### src/common/mips_isa_pkg.sv
`default_nettype none

package mips_isa_pkg;

   ////////////////////////////////////////
   // Instruction fields
   ////////////////////////////////////////
   localparam int INSTR_W    = 32;
   localparam int OPCODE_W   = 6;
   localparam int FUNCT_W    = 6;
   localparam int OPCODE_LSB = 26;                 // Opcode sits in the top six bits

   typedef logic [INSTR_W-1:0]  instr_t;
   typedef logic [OPCODE_W-1:0] opcode_t;
   typedef logic [FUNCT_W-1:0]  funct_t;

   ////////////////////////////////////////
   // Opcodes
   ////////////////////////////////////////
   localparam opcode_t OPC_SPECIAL = 6'd0;         // R-type, decode the function field
   localparam opcode_t OPC_J       = 6'd2;
   localparam opcode_t OPC_JAL     = 6'd3;
   localparam opcode_t OPC_BEQ     = 6'd4;
   localparam opcode_t OPC_BNE     = 6'd5;
   localparam opcode_t OPC_ADDI    = 6'd8;
   localparam opcode_t OPC_SLTI    = 6'd10;
   localparam opcode_t OPC_ANDI    = 6'd12;
   localparam opcode_t OPC_ORI     = 6'd13;
   localparam opcode_t OPC_XORI    = 6'd14;
   localparam opcode_t OPC_LUI     = 6'd15;
   localparam opcode_t OPC_LB      = 6'd32;
   localparam opcode_t OPC_LH      = 6'd33;
   localparam opcode_t OPC_LW      = 6'd35;
   localparam opcode_t OPC_LBU     = 6'd36;
   localparam opcode_t OPC_LHU     = 6'd37;
   localparam opcode_t OPC_LWU     = 6'd39;
   localparam opcode_t OPC_SB      = 6'd40;
   localparam opcode_t OPC_SH      = 6'd41;
   localparam opcode_t OPC_SW      = 6'd43;

   ////////////////////////////////////////
   // Function codes
   ////////////////////////////////////////
   localparam funct_t FN_SLL  = 6'd0;
   localparam funct_t FN_SRL  = 6'd2;
   localparam funct_t FN_SRA  = 6'd3;
   localparam funct_t FN_SLLV = 6'd4;
   localparam funct_t FN_SRLV = 6'd6;
   localparam funct_t FN_SRAV = 6'd7;
   localparam funct_t FN_JR   = 6'd8;
   localparam funct_t FN_JALR = 6'd9;
   localparam funct_t FN_ADDU = 6'd33;
   localparam funct_t FN_SUBU = 6'd35;
   localparam funct_t FN_AND  = 6'd36;
   localparam funct_t FN_OR   = 6'd37;
   localparam funct_t FN_XOR  = 6'd38;
   localparam funct_t FN_NOR  = 6'd39;
   localparam funct_t FN_SLT  = 6'd42;

endpackage

`default_nettype wire

### src/common/mips_ctrl_pkg.sv
`default_nettype none

package mips_ctrl_pkg;

   localparam int ALU_OP_W   = 2;
   localparam int ALU_CTRL_W = 4;
   localparam int MEM_SIZE_W = 2;

   typedef logic [ALU_OP_W-1:0]   alu_op_t;
   typedef logic [ALU_CTRL_W-1:0] alu_ctrl_t;
   typedef logic [MEM_SIZE_W-1:0] mem_size_t;

   ////////////////////////////////////////
   // ALU operation classes
   ////////////////////////////////////////
   localparam alu_op_t ALUOP_ADDR  = 2'd0;         // Address add for loads and stores
   localparam alu_op_t ALUOP_JUMP  = 2'd1;         // Branches and jumps
   localparam alu_op_t ALUOP_RTYPE = 2'd2;         // Look at the function field
   localparam alu_op_t ALUOP_IMM   = 2'd3;         // Immediate arithmetic and LUI

   ////////////////////////////////////////
   // ALU control codes
   ////////////////////////////////////////
   localparam alu_ctrl_t ALU_AND  = 4'd0;
   localparam alu_ctrl_t ALU_OR   = 4'd1;
   localparam alu_ctrl_t ALU_ADD  = 4'd2;
   localparam alu_ctrl_t ALU_SUB  = 4'd6;
   localparam alu_ctrl_t ALU_SLT  = 4'd7;
   localparam alu_ctrl_t ALU_LUI  = 4'd8;
   localparam alu_ctrl_t ALU_XOR  = 4'd9;
   localparam alu_ctrl_t ALU_NOR  = 4'd10;
   localparam alu_ctrl_t ALU_SLL  = 4'd11;
   localparam alu_ctrl_t ALU_SRL  = 4'd12;
   localparam alu_ctrl_t ALU_SRA  = 4'd13;
   localparam alu_ctrl_t ALU_JUMP = 4'd14;

   // Memory access size, unsigned loads share these
   localparam mem_size_t MEM_NONE = 2'd0;
   localparam mem_size_t MEM_BYTE = 2'd1;
   localparam mem_size_t MEM_HALF = 2'd2;
   localparam mem_size_t MEM_WORD = 2'd3;

endpackage

`default_nettype wire

### src/common/ctrl_word_if.sv
`timescale 1ns/1ps
`default_nettype none

// Decoded control word, a plain combinational level
interface ctrl_word_if;

   logic                    reg_dst;
   logic                    reg_write;
   logic                    alu_src;
   logic                    mem_read;
   logic                    mem_write;
   logic                    mem_to_reg;
   mips_ctrl_pkg::mem_size_t mem_size;
   mips_ctrl_pkg::alu_op_t   alu_op;

   modport decoder
   (
      output reg_dst, reg_write, alu_src,
      output mem_read, mem_write, mem_to_reg,
      output mem_size, alu_op
   );

   modport stage
   (
      input reg_dst, reg_write, alu_src,
      input mem_read, mem_write, mem_to_reg,
      input mem_size, alu_op
   );

endinterface

`default_nettype wire

### src/decode/main_decoder.sv
`timescale 1ns/1ps
`default_nettype none

module main_decoder
   import mips_isa_pkg::*;
   import mips_ctrl_pkg::*;
(
   input wire instr_t   i_instruction,
   ctrl_word_if.decoder o_ctrl
);

   opcode_t opcode;
   funct_t  funct;

   assign opcode = i_instruction[OPCODE_LSB +: OPCODE_W];
   assign funct  = i_instruction[FUNCT_W-1:0];

   always_comb
   begin
      o_ctrl.reg_dst    = 1'b0;                   // Unknown codes stay all zero
      o_ctrl.reg_write  = 1'b0;
      o_ctrl.alu_src    = 1'b0;
      o_ctrl.mem_read   = 1'b0;
      o_ctrl.mem_write  = 1'b0;
      o_ctrl.mem_to_reg = 1'b0;
      o_ctrl.mem_size   = MEM_NONE;
      o_ctrl.alu_op     = ALUOP_ADDR;

      if (opcode == OPC_SPECIAL)
      begin
         case (funct)
            FN_SLL, FN_SRL, FN_SRA:
            begin
               o_ctrl.reg_dst   = 1'b1;
               o_ctrl.reg_write = 1'b1;
               o_ctrl.alu_src   = 1'b1;         // Shift amount from the instruction
               o_ctrl.alu_op    = ALUOP_RTYPE;
            end
            FN_SLLV, FN_SRLV, FN_SRAV, FN_ADDU, FN_SUBU,
            FN_AND, FN_OR, FN_XOR, FN_NOR, FN_SLT:
            begin
               o_ctrl.reg_dst   = 1'b1;
               o_ctrl.reg_write = 1'b1;
               o_ctrl.alu_op    = ALUOP_RTYPE;
            end
            FN_JR:
            begin
               o_ctrl.alu_op = ALUOP_JUMP;
            end
            FN_JALR:
            begin
               o_ctrl.reg_dst   = 1'b1;          // Link into rd
               o_ctrl.reg_write = 1'b1;
               o_ctrl.alu_op    = ALUOP_JUMP;
            end
            default: ;
         endcase
      end
      else
      begin
         case (opcode)
            OPC_LB, OPC_LH, OPC_LW, OPC_LBU, OPC_LHU, OPC_LWU:
            begin
               o_ctrl.reg_write  = 1'b1;
               o_ctrl.alu_src    = 1'b1;
               o_ctrl.mem_read   = 1'b1;
               o_ctrl.mem_to_reg = 1'b1;
            end
            OPC_SB, OPC_SH, OPC_SW:
            begin
               o_ctrl.alu_src   = 1'b1;
               o_ctrl.mem_write = 1'b1;
            end
            OPC_ADDI, OPC_ANDI, OPC_ORI, OPC_XORI, OPC_SLTI, OPC_LUI:
            begin
               o_ctrl.reg_write = 1'b1;
               o_ctrl.alu_src   = 1'b1;
               o_ctrl.alu_op    = ALUOP_IMM;
            end
            OPC_BEQ, OPC_BNE:
            begin
               o_ctrl.alu_src = 1'b1;
               o_ctrl.alu_op  = ALUOP_JUMP;
            end
            OPC_J:
            begin
               o_ctrl.alu_op = ALUOP_JUMP;
            end
            OPC_JAL:
            begin
               o_ctrl.reg_write = 1'b1;           // Link into r31
               o_ctrl.alu_op    = ALUOP_JUMP;
            end
            default: ;
         endcase

         // Access size, signed and unsigned loads alike
         case (opcode)
            OPC_LB, OPC_LBU, OPC_SB:  o_ctrl.mem_size = MEM_BYTE;
            OPC_LH, OPC_LHU, OPC_SH:  o_ctrl.mem_size = MEM_HALF;
            OPC_LW, OPC_LWU, OPC_SW:  o_ctrl.mem_size = MEM_WORD;
            default:                  o_ctrl.mem_size = MEM_NONE;
         endcase
      end
   end

   ////////////////////////////////////////
   // Checks
   ////////////////////////////////////////
   always_comb
   begin
      assert final (!o_ctrl.mem_to_reg || o_ctrl.mem_read)
         else $error("main_decoder: mem_to_reg without mem_read");
   end

endmodule

`default_nettype wire

### src/decode/control_register.sv
`timescale 1ns/1ps
`default_nettype none

module control_register
   import mips_isa_pkg::*;
   import mips_ctrl_pkg::*;
(
   input wire           i_clock,
   input wire           i_soft_reset,
   input wire           i_enable,
   input wire instr_t   i_instruction,
   ctrl_word_if.stage   i_ctrl,
   output logic         o_reg_dst,
   output logic         o_reg_write,
   output logic         o_alu_src,
   output logic         o_mem_read,
   output logic         o_mem_write,
   output logic         o_mem_to_reg,
   output mem_size_t    o_mem_size,
   output alu_op_t      o_alu_op,
   output opcode_t      o_opcode,
   output funct_t       o_funct
);

   always_ff @(posedge i_clock)
   begin
      if (!i_soft_reset)
      begin
         o_reg_dst    <= 1'b0;
         o_reg_write  <= 1'b0;
         o_alu_src    <= 1'b0;
         o_mem_read   <= 1'b0;
         o_mem_write  <= 1'b0;
         o_mem_to_reg <= 1'b0;
         o_mem_size   <= MEM_NONE;
         o_alu_op     <= ALUOP_ADDR;              // Gives ALU_ADD downstream
         o_opcode     <= '0;
         o_funct      <= '0;
      end
      else if (i_enable)                          // Low enable stalls the stage
      begin
         o_reg_dst    <= i_ctrl.reg_dst;
         o_reg_write  <= i_ctrl.reg_write;
         o_alu_src    <= i_ctrl.alu_src;
         o_mem_read   <= i_ctrl.mem_read;
         o_mem_write  <= i_ctrl.mem_write;
         o_mem_to_reg <= i_ctrl.mem_to_reg;
         o_mem_size   <= i_ctrl.mem_size;
         o_alu_op     <= i_ctrl.alu_op;
         o_opcode     <= i_instruction[OPCODE_LSB +: OPCODE_W];
         o_funct      <= i_instruction[FUNCT_W-1:0];
      end
   end

   ////////////////////////////////////////
   // Checks
   ////////////////////////////////////////
   a_no_read_and_write : assert property (@(posedge i_clock)
      !(o_mem_read && o_mem_write))
      else $error("control_register: read and write strobes both high");

   a_hold_on_stall : assert property (@(posedge i_clock)
      (i_soft_reset && !i_enable) |=> $stable({o_reg_dst, o_reg_write, o_alu_src,
                                                o_mem_read, o_mem_write, o_mem_to_reg,
                                                o_mem_size, o_alu_op, o_opcode, o_funct}))
      else $error("control_register: outputs moved during a stall");

endmodule

`default_nettype wire

### src/alu_control.sv
`timescale 1ns/1ps
`default_nettype none

module alu_control
   import mips_isa_pkg::*;
   import mips_ctrl_pkg::*;
(
   input wire alu_op_t  i_alu_op,
   input wire opcode_t  i_opcode,
   input wire funct_t   i_funct,
   output alu_ctrl_t    o_alu_ctrl
);

   always_comb
   begin
      case (i_alu_op)
         ALUOP_ADDR:
         begin
            o_alu_ctrl = ALU_ADD;                 // Base plus offset
         end
         ALUOP_JUMP:
         begin
            o_alu_ctrl = ALU_JUMP;
         end
         ALUOP_RTYPE:
         begin
            case (i_funct)
               FN_SLL, FN_SLLV:  o_alu_ctrl = ALU_SLL;
               FN_SRL, FN_SRLV:  o_alu_ctrl = ALU_SRL;
               FN_SRA, FN_SRAV:  o_alu_ctrl = ALU_SRA;
               FN_ADDU:          o_alu_ctrl = ALU_ADD;
               FN_SUBU:          o_alu_ctrl = ALU_SUB;
               FN_AND:           o_alu_ctrl = ALU_AND;
               FN_OR:            o_alu_ctrl = ALU_OR;
               FN_XOR:           o_alu_ctrl = ALU_XOR;
               FN_NOR:           o_alu_ctrl = ALU_NOR;
               FN_SLT:           o_alu_ctrl = ALU_SLT;
               default:          o_alu_ctrl = ALU_ADD;
            endcase
         end
         default:                                 // ALUOP_IMM, opcode picks the op
         begin
            case (i_opcode)
               OPC_ADDI:         o_alu_ctrl = ALU_ADD;
               OPC_ANDI:         o_alu_ctrl = ALU_AND;
               OPC_ORI:          o_alu_ctrl = ALU_OR;
               OPC_XORI:         o_alu_ctrl = ALU_XOR;
               OPC_SLTI:         o_alu_ctrl = ALU_SLT;
               OPC_LUI:          o_alu_ctrl = ALU_LUI;
               default:          o_alu_ctrl = ALU_ADD;
            endcase
         end
      endcase
   end

   ////////////////////////////////////////
   // Checks
   ////////////////////////////////////////
   always_comb
   begin
      assert final (o_alu_ctrl inside {ALU_AND, ALU_OR, ALU_ADD, ALU_SUB, ALU_SLT,
                                       ALU_LUI, ALU_XOR, ALU_NOR, ALU_SLL, ALU_SRL,
                                       ALU_SRA, ALU_JUMP})
         else $error("alu_control: undefined ALU code %0d", o_alu_ctrl);
   end

endmodule

`default_nettype wire

### src/control_unit.sv
`timescale 1ns/1ps
`default_nettype none

module control_unit
   import mips_isa_pkg::*;
   import mips_ctrl_pkg::*;
(
   input wire           i_clock,
   input wire           i_soft_reset,
   input wire           i_enable,
   input wire instr_t   i_instruction,
   output logic         o_reg_dst,
   output logic         o_reg_write,
   output logic         o_alu_src,
   output alu_op_t      o_alu_op,
   output alu_ctrl_t    o_alu_ctrl,
   output logic         o_mem_read,
   output logic         o_mem_write,
   output logic         o_mem_to_reg,
   output mem_size_t    o_mem_size
);

   opcode_t opcode_q;                             // Fields of the registered instruction
   funct_t  funct_q;

   ctrl_word_if u_ctrl_word ();

   main_decoder u_main_decoder
   (
      .i_instruction (i_instruction),
      .o_ctrl        (u_ctrl_word)
   );

   control_register u_control_register
   (
      .i_clock       (i_clock),
      .i_soft_reset  (i_soft_reset),
      .i_enable      (i_enable),
      .i_instruction (i_instruction),
      .i_ctrl        (u_ctrl_word),
      .o_reg_dst     (o_reg_dst),
      .o_reg_write   (o_reg_write),
      .o_alu_src     (o_alu_src),
      .o_mem_read    (o_mem_read),
      .o_mem_write   (o_mem_write),
      .o_mem_to_reg  (o_mem_to_reg),
      .o_mem_size    (o_mem_size),
      .o_alu_op      (o_alu_op),
      .o_opcode      (opcode_q),
      .o_funct       (funct_q)
   );

   alu_control u_alu_control
   (
      .i_alu_op   (o_alu_op),
      .i_opcode   (opcode_q),
      .i_funct    (funct_q),
      .o_alu_ctrl (o_alu_ctrl)
   );

endmodule

`default_nettype wire

### config.mk
export PLATFORM = sky130hd
export DESIGN_NAME = control_unit
export DESIGN_NICKNAME = d
export VERILOG_FILES = /design/src/common/mips_isa_pkg.sv /design/src/common/mips_ctrl_pkg.sv /design/src/common/ctrl_word_if.sv /design/src/decode/main_decoder.sv /design/src/decode/control_register.sv /design/src/alu_control.sv /design/src/control_unit.sv
export SDC_FILE = /design/constraint.sdc
export NUM_CORES = 1
export LEC_CHECK = 0
export BUFFER_PORTS_ARGS = -buffer_cell sky130_fd_sc_hd__buf_2
export CORE_MARGIN = 2
export CORE_UTILIZATION = 45
export DETAILED_ROUTE_END_ITERATION = 8
export PLACE_DENSITY = 0.77
export SETUP_SLACK_MARGIN = 0.4
export SLEW_MARGIN = 40
export SYNTH_ARGS = -nofsm -noshare
export SYNTH_HDL_FRONTEND = slang
export SYNTH_HIERARCHICAL = 1
export SYNTH_SLANG_ARGS = --single-unit
### constraint.sdc
create_clock -name i_clock -period 1.3 [get_ports i_clock]
set_input_delay 0.065 -clock i_clock [delete_from_list [all_inputs] [get_ports i_clock]]
set_output_delay 0.065 -clock i_clock [all_outputs]
set_load 0.05 [all_outputs]
## Yosys cells after proc, flatten, opt, wreduce, memory -nomap -nowiden

Memory sizes are Yosys's and may differ from the RTL's. A register that Yosys moved wholly into a read port is not among the register bits.
Index checks and enable logic that the tools add are counted.

| word-level totals | value |
|---|---|
| register bits | 21 |
| memory bits (read-only) | 256 |
| bits of input ports | 35 |
| output and inout port bits | 14 |
| logic and storage cells | 86 |
| memories kept | 1 |

| operators by class | value |
|---|---|
| equality and inequality tests | 40 |
| multiplexer cells | 20 |
| reductions and logical operators | 16 |

Memory list:

| memory | words | width | read ports | clocked after memory_dff | wr ports | line | text |
|---|---|---|---|---|---|---|---|
| (no name shown) | 64 | 4 | 1 | 1 | 0 | alu_control.sv:27 | `case (i_funct)` |

Operators by type and width:

| operator | number |
|---|---|
| $eq A6 B6 Y1 const B | 16 |
| $eq A6 B4 Y1 const B | 13 |
| $eq A6 B3 Y1 const B | 5 |
| $reduce_or A13 Y1 | 2 |
| $eq A6 B2 Y1 const B | 4 |
| $pmux W4 S5 | 1 |
| $reduce_or A17 Y1 | 1 |
| $reduce_or A3 Y1 | 5 |
| $reduce_or A14 Y1 | 1 |
| $logic_not A6 Y1 | 2 |
| $mux W6 | 2 |
| $pmux W4 S3 | 1 |
| $reduce_or A6 Y1 | 2 |
| $mux W1 | 11 |
| $pmux W2 S2 | 2 |
| $pmux W2 S3 | 1 |
| $mux W2 | 2 |
| $reduce_or A4 Y1 | 1 |
| $eq A2 B1 Y1 const B | 1 |
| $eq A2 B2 Y1 const B | 1 |
| $logic_not A2 Y1 | 1 |
| $reduce_or A2 Y1 | 1 |

## Longest topological paths before layout

Gate-level depths: netlist (run 1).

| logic depth | value |
|---|---|
| word-level depth | 4 |
| depth in mapped cells | 7 |
| mapped depth without buffers | 6 |

## Cells and area by module

The synthesis (run 1) kept the hierarchy.

Modules (own cells, without submodules):

| module | times used | cells each | area each (sq um) | seq. area each (sq um) |
|---|---|---|---|---|
| control_register | 1 | 71 | 857.1 | 440.4 |
| main_decoder | 1 | 45 | 311.5 | 0.0 |
| alu_control | 1 | 35 | 260.2 | 0.0 |

## Worst setup path after synthesis (run 1)

OpenSTA, ideal clock, no wires.

| timing path | value |
|---|---|
| kind | flip-flop to output port |
| from | register u_control_register/o_funct[0] (netlist name) |
| to | output port o_alu_ctrl[0] |
| data arrival time | 2.009 ns |
| required time | 1.235 ns |
| slack | -0.774 ns |
| cell stages (with the launch flop) | 5 |
| buffers on the path | 0 |
| cells stage by stage | dfxtp_1 inv_1 ha_1 o311a_2 o41ai_2 |

RTL lines:

| what | line | text |
|---|---|---|
| to (decl) | control_unit.sv:16 | `output alu_ctrl_t o_alu_ctrl,` |

==> impl_metrics.ini, run 1 <==
[global_route]
grt_overflow_total = 0
grt_pass1_vias = 1287
grt_antenna_before_repair = 0
grt_usage_pct = 21.8
grt_pass1_wl_microns = 5900
grt_max_degree = 23

[yosys]
syn-cell-area_sq_um = 1430
synth.most_common_cell = nor2b_1
synth_warnings = 6
yosys-top-cells-count = 27 x nor2b_1, 22 x dfxtp_1, 22 x mux2i_1
syn_nets = 189
ys_types = 48
synth_top_area_cell = dfxtp_1
postSynthAreaPerCell_sq_um = 9.46
seq_area_frac_synth_pct = 30.8
synthCells = 151
synth_area_leaders = dfxtp_1 31%, mux2i_1 15%, nor2b_1 12%
yosys_register_bits = 22
synth_flop_cell = dfxtp_1
async_flop_share_pct = 0
synth.top_cell.area_share_pct = 30.8
synth_enable_flop_cells = 0

[floorplanning]
die-area_sq_um = 3640
rows = 20
die_y_microns = 60.4
initial_utilization_pct = 47.2
coreArea_sq_um = 3030
pin_count = 49
die_width_microns = 60.4

[clock_network]
worstSkewPairLatency_ns = 0.33
htree_levels = 1
cts_max_path_buffers = 2
cts_tree = done
path_clk_slew_ns = 0.14
clock-sinks = 22
cts-root-buf = clkbuf_4
cts_buffers = 3

[worst_setup_path]
cp-end-kind = output port
critPathSlowestCell = dfxtp_4
critPathMaxStageDelay_ns = 0.39
path_class = reg2out
crit_chain = inv_2 > ha_4 > o311a_4 > o41ai_4 > buf_6
worstPathMaxFanout = 4
cp-start-kind = flip-flop
required_ns = 1.24
worstPathArrival_ns = 1.80

[final_layout]
num-fill-cells = 216
fin_nets = 240
drive_above_1_share_pct = 49.8
syn2layout_area_growth_pct = 53.5
post-route-util_pct = 72.4
antenna_cells = 0
reg_top3 = u_control_register/o_funct: 6 flops, u_control_register/o_opcode: 6 flops

[placement]
gp_congestion = 0.810
hpwl_microns = 2610
port_buffers = 28

[min_path]
hold_class = in2reg

[status]
violations = setup timing
outcome = finished with violations

[timing]
rsz0062_at_grt = yes
relSlewSlack_pct = 76.5
slew_viol_final = 0
fmax_mhz = 537
hold_viol = 0
setup_viol = 4
setup_slack_ns = -0.564
period_minus_slack_ns = 1.86
fin_worst_skew_ns = 0
worst_slew_pin_slew_ns = 0.348
period_share_pct = 143
finalSetupTns_ns = -1.59

[drt]
drt_iter0_drc = 22
routed_wl_microns = 3770
viasPerCell = 5.36
post-route-drc-count = 0
vias = 1312
routedWlPerCell_microns = 15.4
firstDrtPassIters = 4
ant_nets = 0

[pwr]
p_per_area_nw_per_um2 = 789
leakagePower_nw = 0.910
peakVddDrop_uv = 606

[job]
drv_cap = 0
-- critical path: cells and delay by family (launching register included) --
kind | cells | cell delay, ns
flip-flops | 1 | 0.39
AO/OA/AOI/OAI | 2 | 0.62
buffers and inverters | 2 | 0.24
adder cells (fa/ha/maj) | 1 | 0.21
-- final cells by class --
cell class / count / area [sq um] / share of cell area, %
well taps: 44 / 55.1 / 2.51
flip-flops and latches: 22 / 470 / 21.4
clock buffers: 3 / 22.5 / 1.03
clock inverters: 1 / 30.0 / 1.37
inverters: 6 / 22.5 / 1.03
repair buffers: 53 / 510 / 23.3
multi-input cells: 116 / 1080 / 49.3
-- where the power goes --
| group | internal [mW] | switching, mW | total, mW |
|---|---|---|---|
| Sequential | 0.702 | 0.0370 | 0.739 |
| Clock | 0.312 | 0.232 | 0.545 |
| Combinational | 0.224 | 0.223 | 0.447 |
-- routing by layer --
layer  wire length (microns)  up-vias  GRT usage, %
met2                    1920       29          37.9
met3                     140        7          2.99
li1                        -      644             -
met1                    1650      632          26.9
met5                       0        -             0
met4                      69        0          9.21
-- through the flow --
stage / power [mW] / setup slack [ns] / hold slack [ns] / cell area, sq um / cells
5_1_grt: 1.81 / -0.643 / 0.0865 / 2190 / 245
3_5_place_dp: 1.12 / -0.299 / 0.419 / 1840 / 236
6_report: 1.73 / -0.564 / 0.0775 / 2190 / 245
4_1_cts: 1.71 / -0.605 / 0.0737 / 2080 / 243
2_1_floorplan: 0.994 / -0.343 / 0.192 / 1570 / 151
3_3_place_gp: 1.10 / -0.229 / 0.394 / 1840 / 236
-- layout by cell type (no fill, tap or decap), types with 2 or more instances in the layout --
master and count:
o21ai_0 2, buf_4 22, nand3b_1 3, nand2_1 4
mux2i_1 22, inv_2 2, nand2b_1 3, nor2_1 6
xnor2_1 2, a21oi_1 2, o21ai_1 2, o21ai_2 3
a311oi_2 2, inv_1 4, buf_8 12, dfxtp_2 12
dfxtp_4 4, buf_6 8, dfxtp_1 6, nor4b_4 2
nor2b_1 25, ha_1 2, clkbuf_4 5, and3_1 2
nor2b_4 2, nor4_4 2, buf_2 8
-- repair_timing --
item / in CTS / in global routing
endpoints found under the setup margin: 17 / 19
gates resized for setup: 52 / 23
buffers inserted: 3 / 2
hold buffers: 0 / 0
pin swaps: 6 / 6
-- final timing paths --
kind | slack, ns | to | start | cells after the start
max reg2reg | 0.41 | u_control_register/o_reg_write$_SDFFE_PN0P_ | u_control_register/o_reg_write$_SDFFE_PN0P_ | 4
min reg2reg | 0.55 | u_control_register/o_alu_src$_SDFFE_PN0P_ | u_control_register/o_alu_src$_SDFFE_PN0P_ | 2
min | 0.08 | u_control_register/o_funct[3]$_SDFFE_PN0P_ | i_instruction[3] | 3
max | -0.56 | o_alu_ctrl[0] | u_control_register/o_funct[0]$_SDFFE_PN0P_ | 5
-- kinds of logic after synthesis --
group                      share of synthesized area (%)
buffers and inverters                               6.74
DFF                                                 30.8
AOI/OAI and AO/OA                                   15.6
xor gates and xnor gates                            1.23
muxes                                               16.2
and+or+nand+nor                                     26.8
adders and majority gates                           2.63
No activity file was read; power rests on OpenSTA's default activity.
==> inputs of run 2 (changes only) <==
--- a/config.mk
+++ b/config.mk
@@ -6,10 +6,12 @@
 export NUM_CORES = 1
 export LEC_CHECK = 0
 export BUFFER_PORTS_ARGS = -buffer_cell sky130_fd_sc_hd__buf_2
+export CELL_PAD_IN_SITES_DETAIL_PLACEMENT = 0
+export CELL_PAD_IN_SITES_GLOBAL_PLACEMENT = 1
 export CORE_MARGIN = 2
-export CORE_UTILIZATION = 45
+export CORE_UTILIZATION = 33
 export DETAILED_ROUTE_END_ITERATION = 8
-export PLACE_DENSITY = 0.77
+export PLACE_DENSITY_LB_ADDON = 0.25
 export SETUP_SLACK_MARGIN = 0.4
 export SLEW_MARGIN = 40
 export SYNTH_ARGS = -nofsm -noshare
==> constraint.sdc (replaced) <==
create_clock -name i_clock -period 1.3 [get_ports i_clock]
set_input_delay 0.065 -clock i_clock [delete_from_list [all_inputs] [get_ports i_clock]]
set_output_delay 0.065 -clock i_clock [all_outputs]
set_load 0.01 [all_outputs]
==> impl_metrics.ini, run 2 (synthesis results as in run 1) <==
[status]
outcome = finished with violations
violations = setup timing

[final_layout]
num-fill-cells = 382
antenna_cells = 0
layout_common_cells = 27 x buf_4, 25 x nor2b_1, 22 x mux2i_1
syn2layout_area_growth_pct = 52.5
reg_top3 = u_control_register/o_funct: 6 flops, u_control_register/o_opcode: 6 flops
drive_above_1_share_pct = 45.7
multi_input_area_sq_um = 1060
fin_nets = 249
final_common_cell = buf_4
final-seq-area_sq_um = 452

[placement]
port_buffers = 28
gp_congestion = 0.771
hpwl_microns = 2700

[worst_setup_path]
path_class = reg2out
crit_chain = buf_6 > ha_4 > nand3b_1 > a2111oi_4 > o21ai_1 > buf_2
path_buf_inv = 2
critPathSlowestCell = dfxtp_4
cp-end-kind = output port
cp-start-kind = flip-flop
worstPathMaxFanout = 2
worstPathArrival_ns = 1.62
critPathMaxStageDelay_ns = 0.36
critical-path-top-delay-family = compound AO/OA/AOI/OAI gates
required_ns = 1.24

[clock_network]
cts-root-buf = clkbuf_8
cts_buffers = 3
cts_tree = done
path_clk_slew_ns = 0.08
clock-sinks = 22
htree_levels = 1
worstSkewPairLatency_ns = 0.26
cts_max_path_buffers = 2

[timing]
finalSetupTns_ns = -1.30
fmax_mhz = 595
slew_viol_final = 0
fin_worst_skew_ns = 0
rsz0062_at_grt = yes
setup_viol = 4
worst_slew_pin_slew_ns = 0.333
relSlewSlack_pct = 77.8
setup_slack_ns = -0.381
period_minus_slack_ns = 1.68
period_share_pct = 129
hold_viol = 0

[drt]
viasPerCell = 5.03
ant_nets = 0
vias = 1308
routedWlPerCell_microns = 14.3
drt_iter0_drc = 17
routed_wl_microns = 3710
post-route-drc-count = 0
firstDrtPassIters = 4

[global_route]
grt_pass1_vias = 1248
grt_max_degree = 23
grt_antenna_before_repair = 0
grt_usage_pct = 15.4
grt_pass1_wl_microns = 6160
grt_overflow_total = 0

[floorplanning]
initial_utilization_pct = 35.0
die_y_microns = 69.8
pin_count = 49
die_width_microns = 69.8
die-area_sq_um = 4870
rows = 23
coreArea_sq_um = 4090

[pwr]
p_per_area_nw_per_um2 = 824
leakagePower_nw = 0.943
power_mw = 1.79
peakVddDrop_uv = 435

[min_path]
hold_class = in2reg

[job]
drv_cap = 0
==> run 2: cell types whose count changed in the layout (fill, tap and decap cells not counted), sizes merged <==
cell and delta:
clkbuf -2, buf +11
==> run 2: final cells by class <==
type | instances | area share (%)
multi-input cells | 116 | 48.7
repair buffers | 62 | 23.3
flip-flops and latches | 22 | 20.7
well taps | 50 | 2.87
clock buffers | 3 | 1.90
clock inverters | 1 | 1.38
inverters | 6 | 1.15
==> run 2: worst paths after layout <==
path	start	slack [ns]	cells past startpoint	endpoint
setup / recovery	u_control_register/o_funct[1]$_SDFFE_PN0P_	-0.38	6	o_alu_ctrl[1]
hold / removal	i_instruction[2]	0.12	3	u_control_register/o_funct[2]$_SDFFE_PN0P_
setup reg to reg	u_control_register/o_funct[1]$_SDFFE_PN0P_	0.31	5	u_control_register/o_funct[1]$_SDFFE_PN0P_
hold reg to reg	u_control_register/o_reg_dst$_SDFFE_PN0P_	0.52	2	u_control_register/o_reg_dst$_SDFFE_PN0P_
==> run 2: tightest hold or removal path, cell delays in order <==
cell	delay [ns]
buf_12	0.10
mux2i_1	0.07
nor2b_1	0.11
==> run 2: repair_timing <==
action | 4_1_cts | 5_1_grt
pin swaps | 14 | 10
buffers inserted | 5 | 2
gates resized for setup | 37 | 14
hold buffers | 0 | 0
endpoints found under the hold margin | 0 | 0
gates cloned | 0 | 0
endpoints found under the setup margin | 10 | 14
==> run 2: per-layer routing <==
layer | track usage, % | share of wire, %
met4 | 3.21 | 0.46
met3 | 2.47 | 2.9
met5 | 0 | 0
met1 | 21.0 | 45
met2 | 25.5 | 51
==> run 2: per-stage QoR <==
stage	worst slack, ns	std cells	area [sq um]	util, %	hold slack (ns)
3_3_place_gp	-0.123	249	1850	45.2	0.415
4_1_cts	-0.390	258	2100	51.4	0.112
6_report	-0.381	260	2180	53.3	0.118
5_1_grt	-0.471	260	2180	53.3	0.139
2_1_floorplan	-0.0212	151	1510	-	0.193
3_5_place_dp	-0.153	249	1850	45.2	0.412
==> run 2: power breakdown <==
part / switching, mW / total (mW) / internal (mW)
Combinational: 0.189 / 0.422 / 0.233
Sequential: 0.0296 / 0.731 / 0.702
Clock: 0.230 / 0.641 / 0.411
Total: 0.449 / 1.79 / 1.35
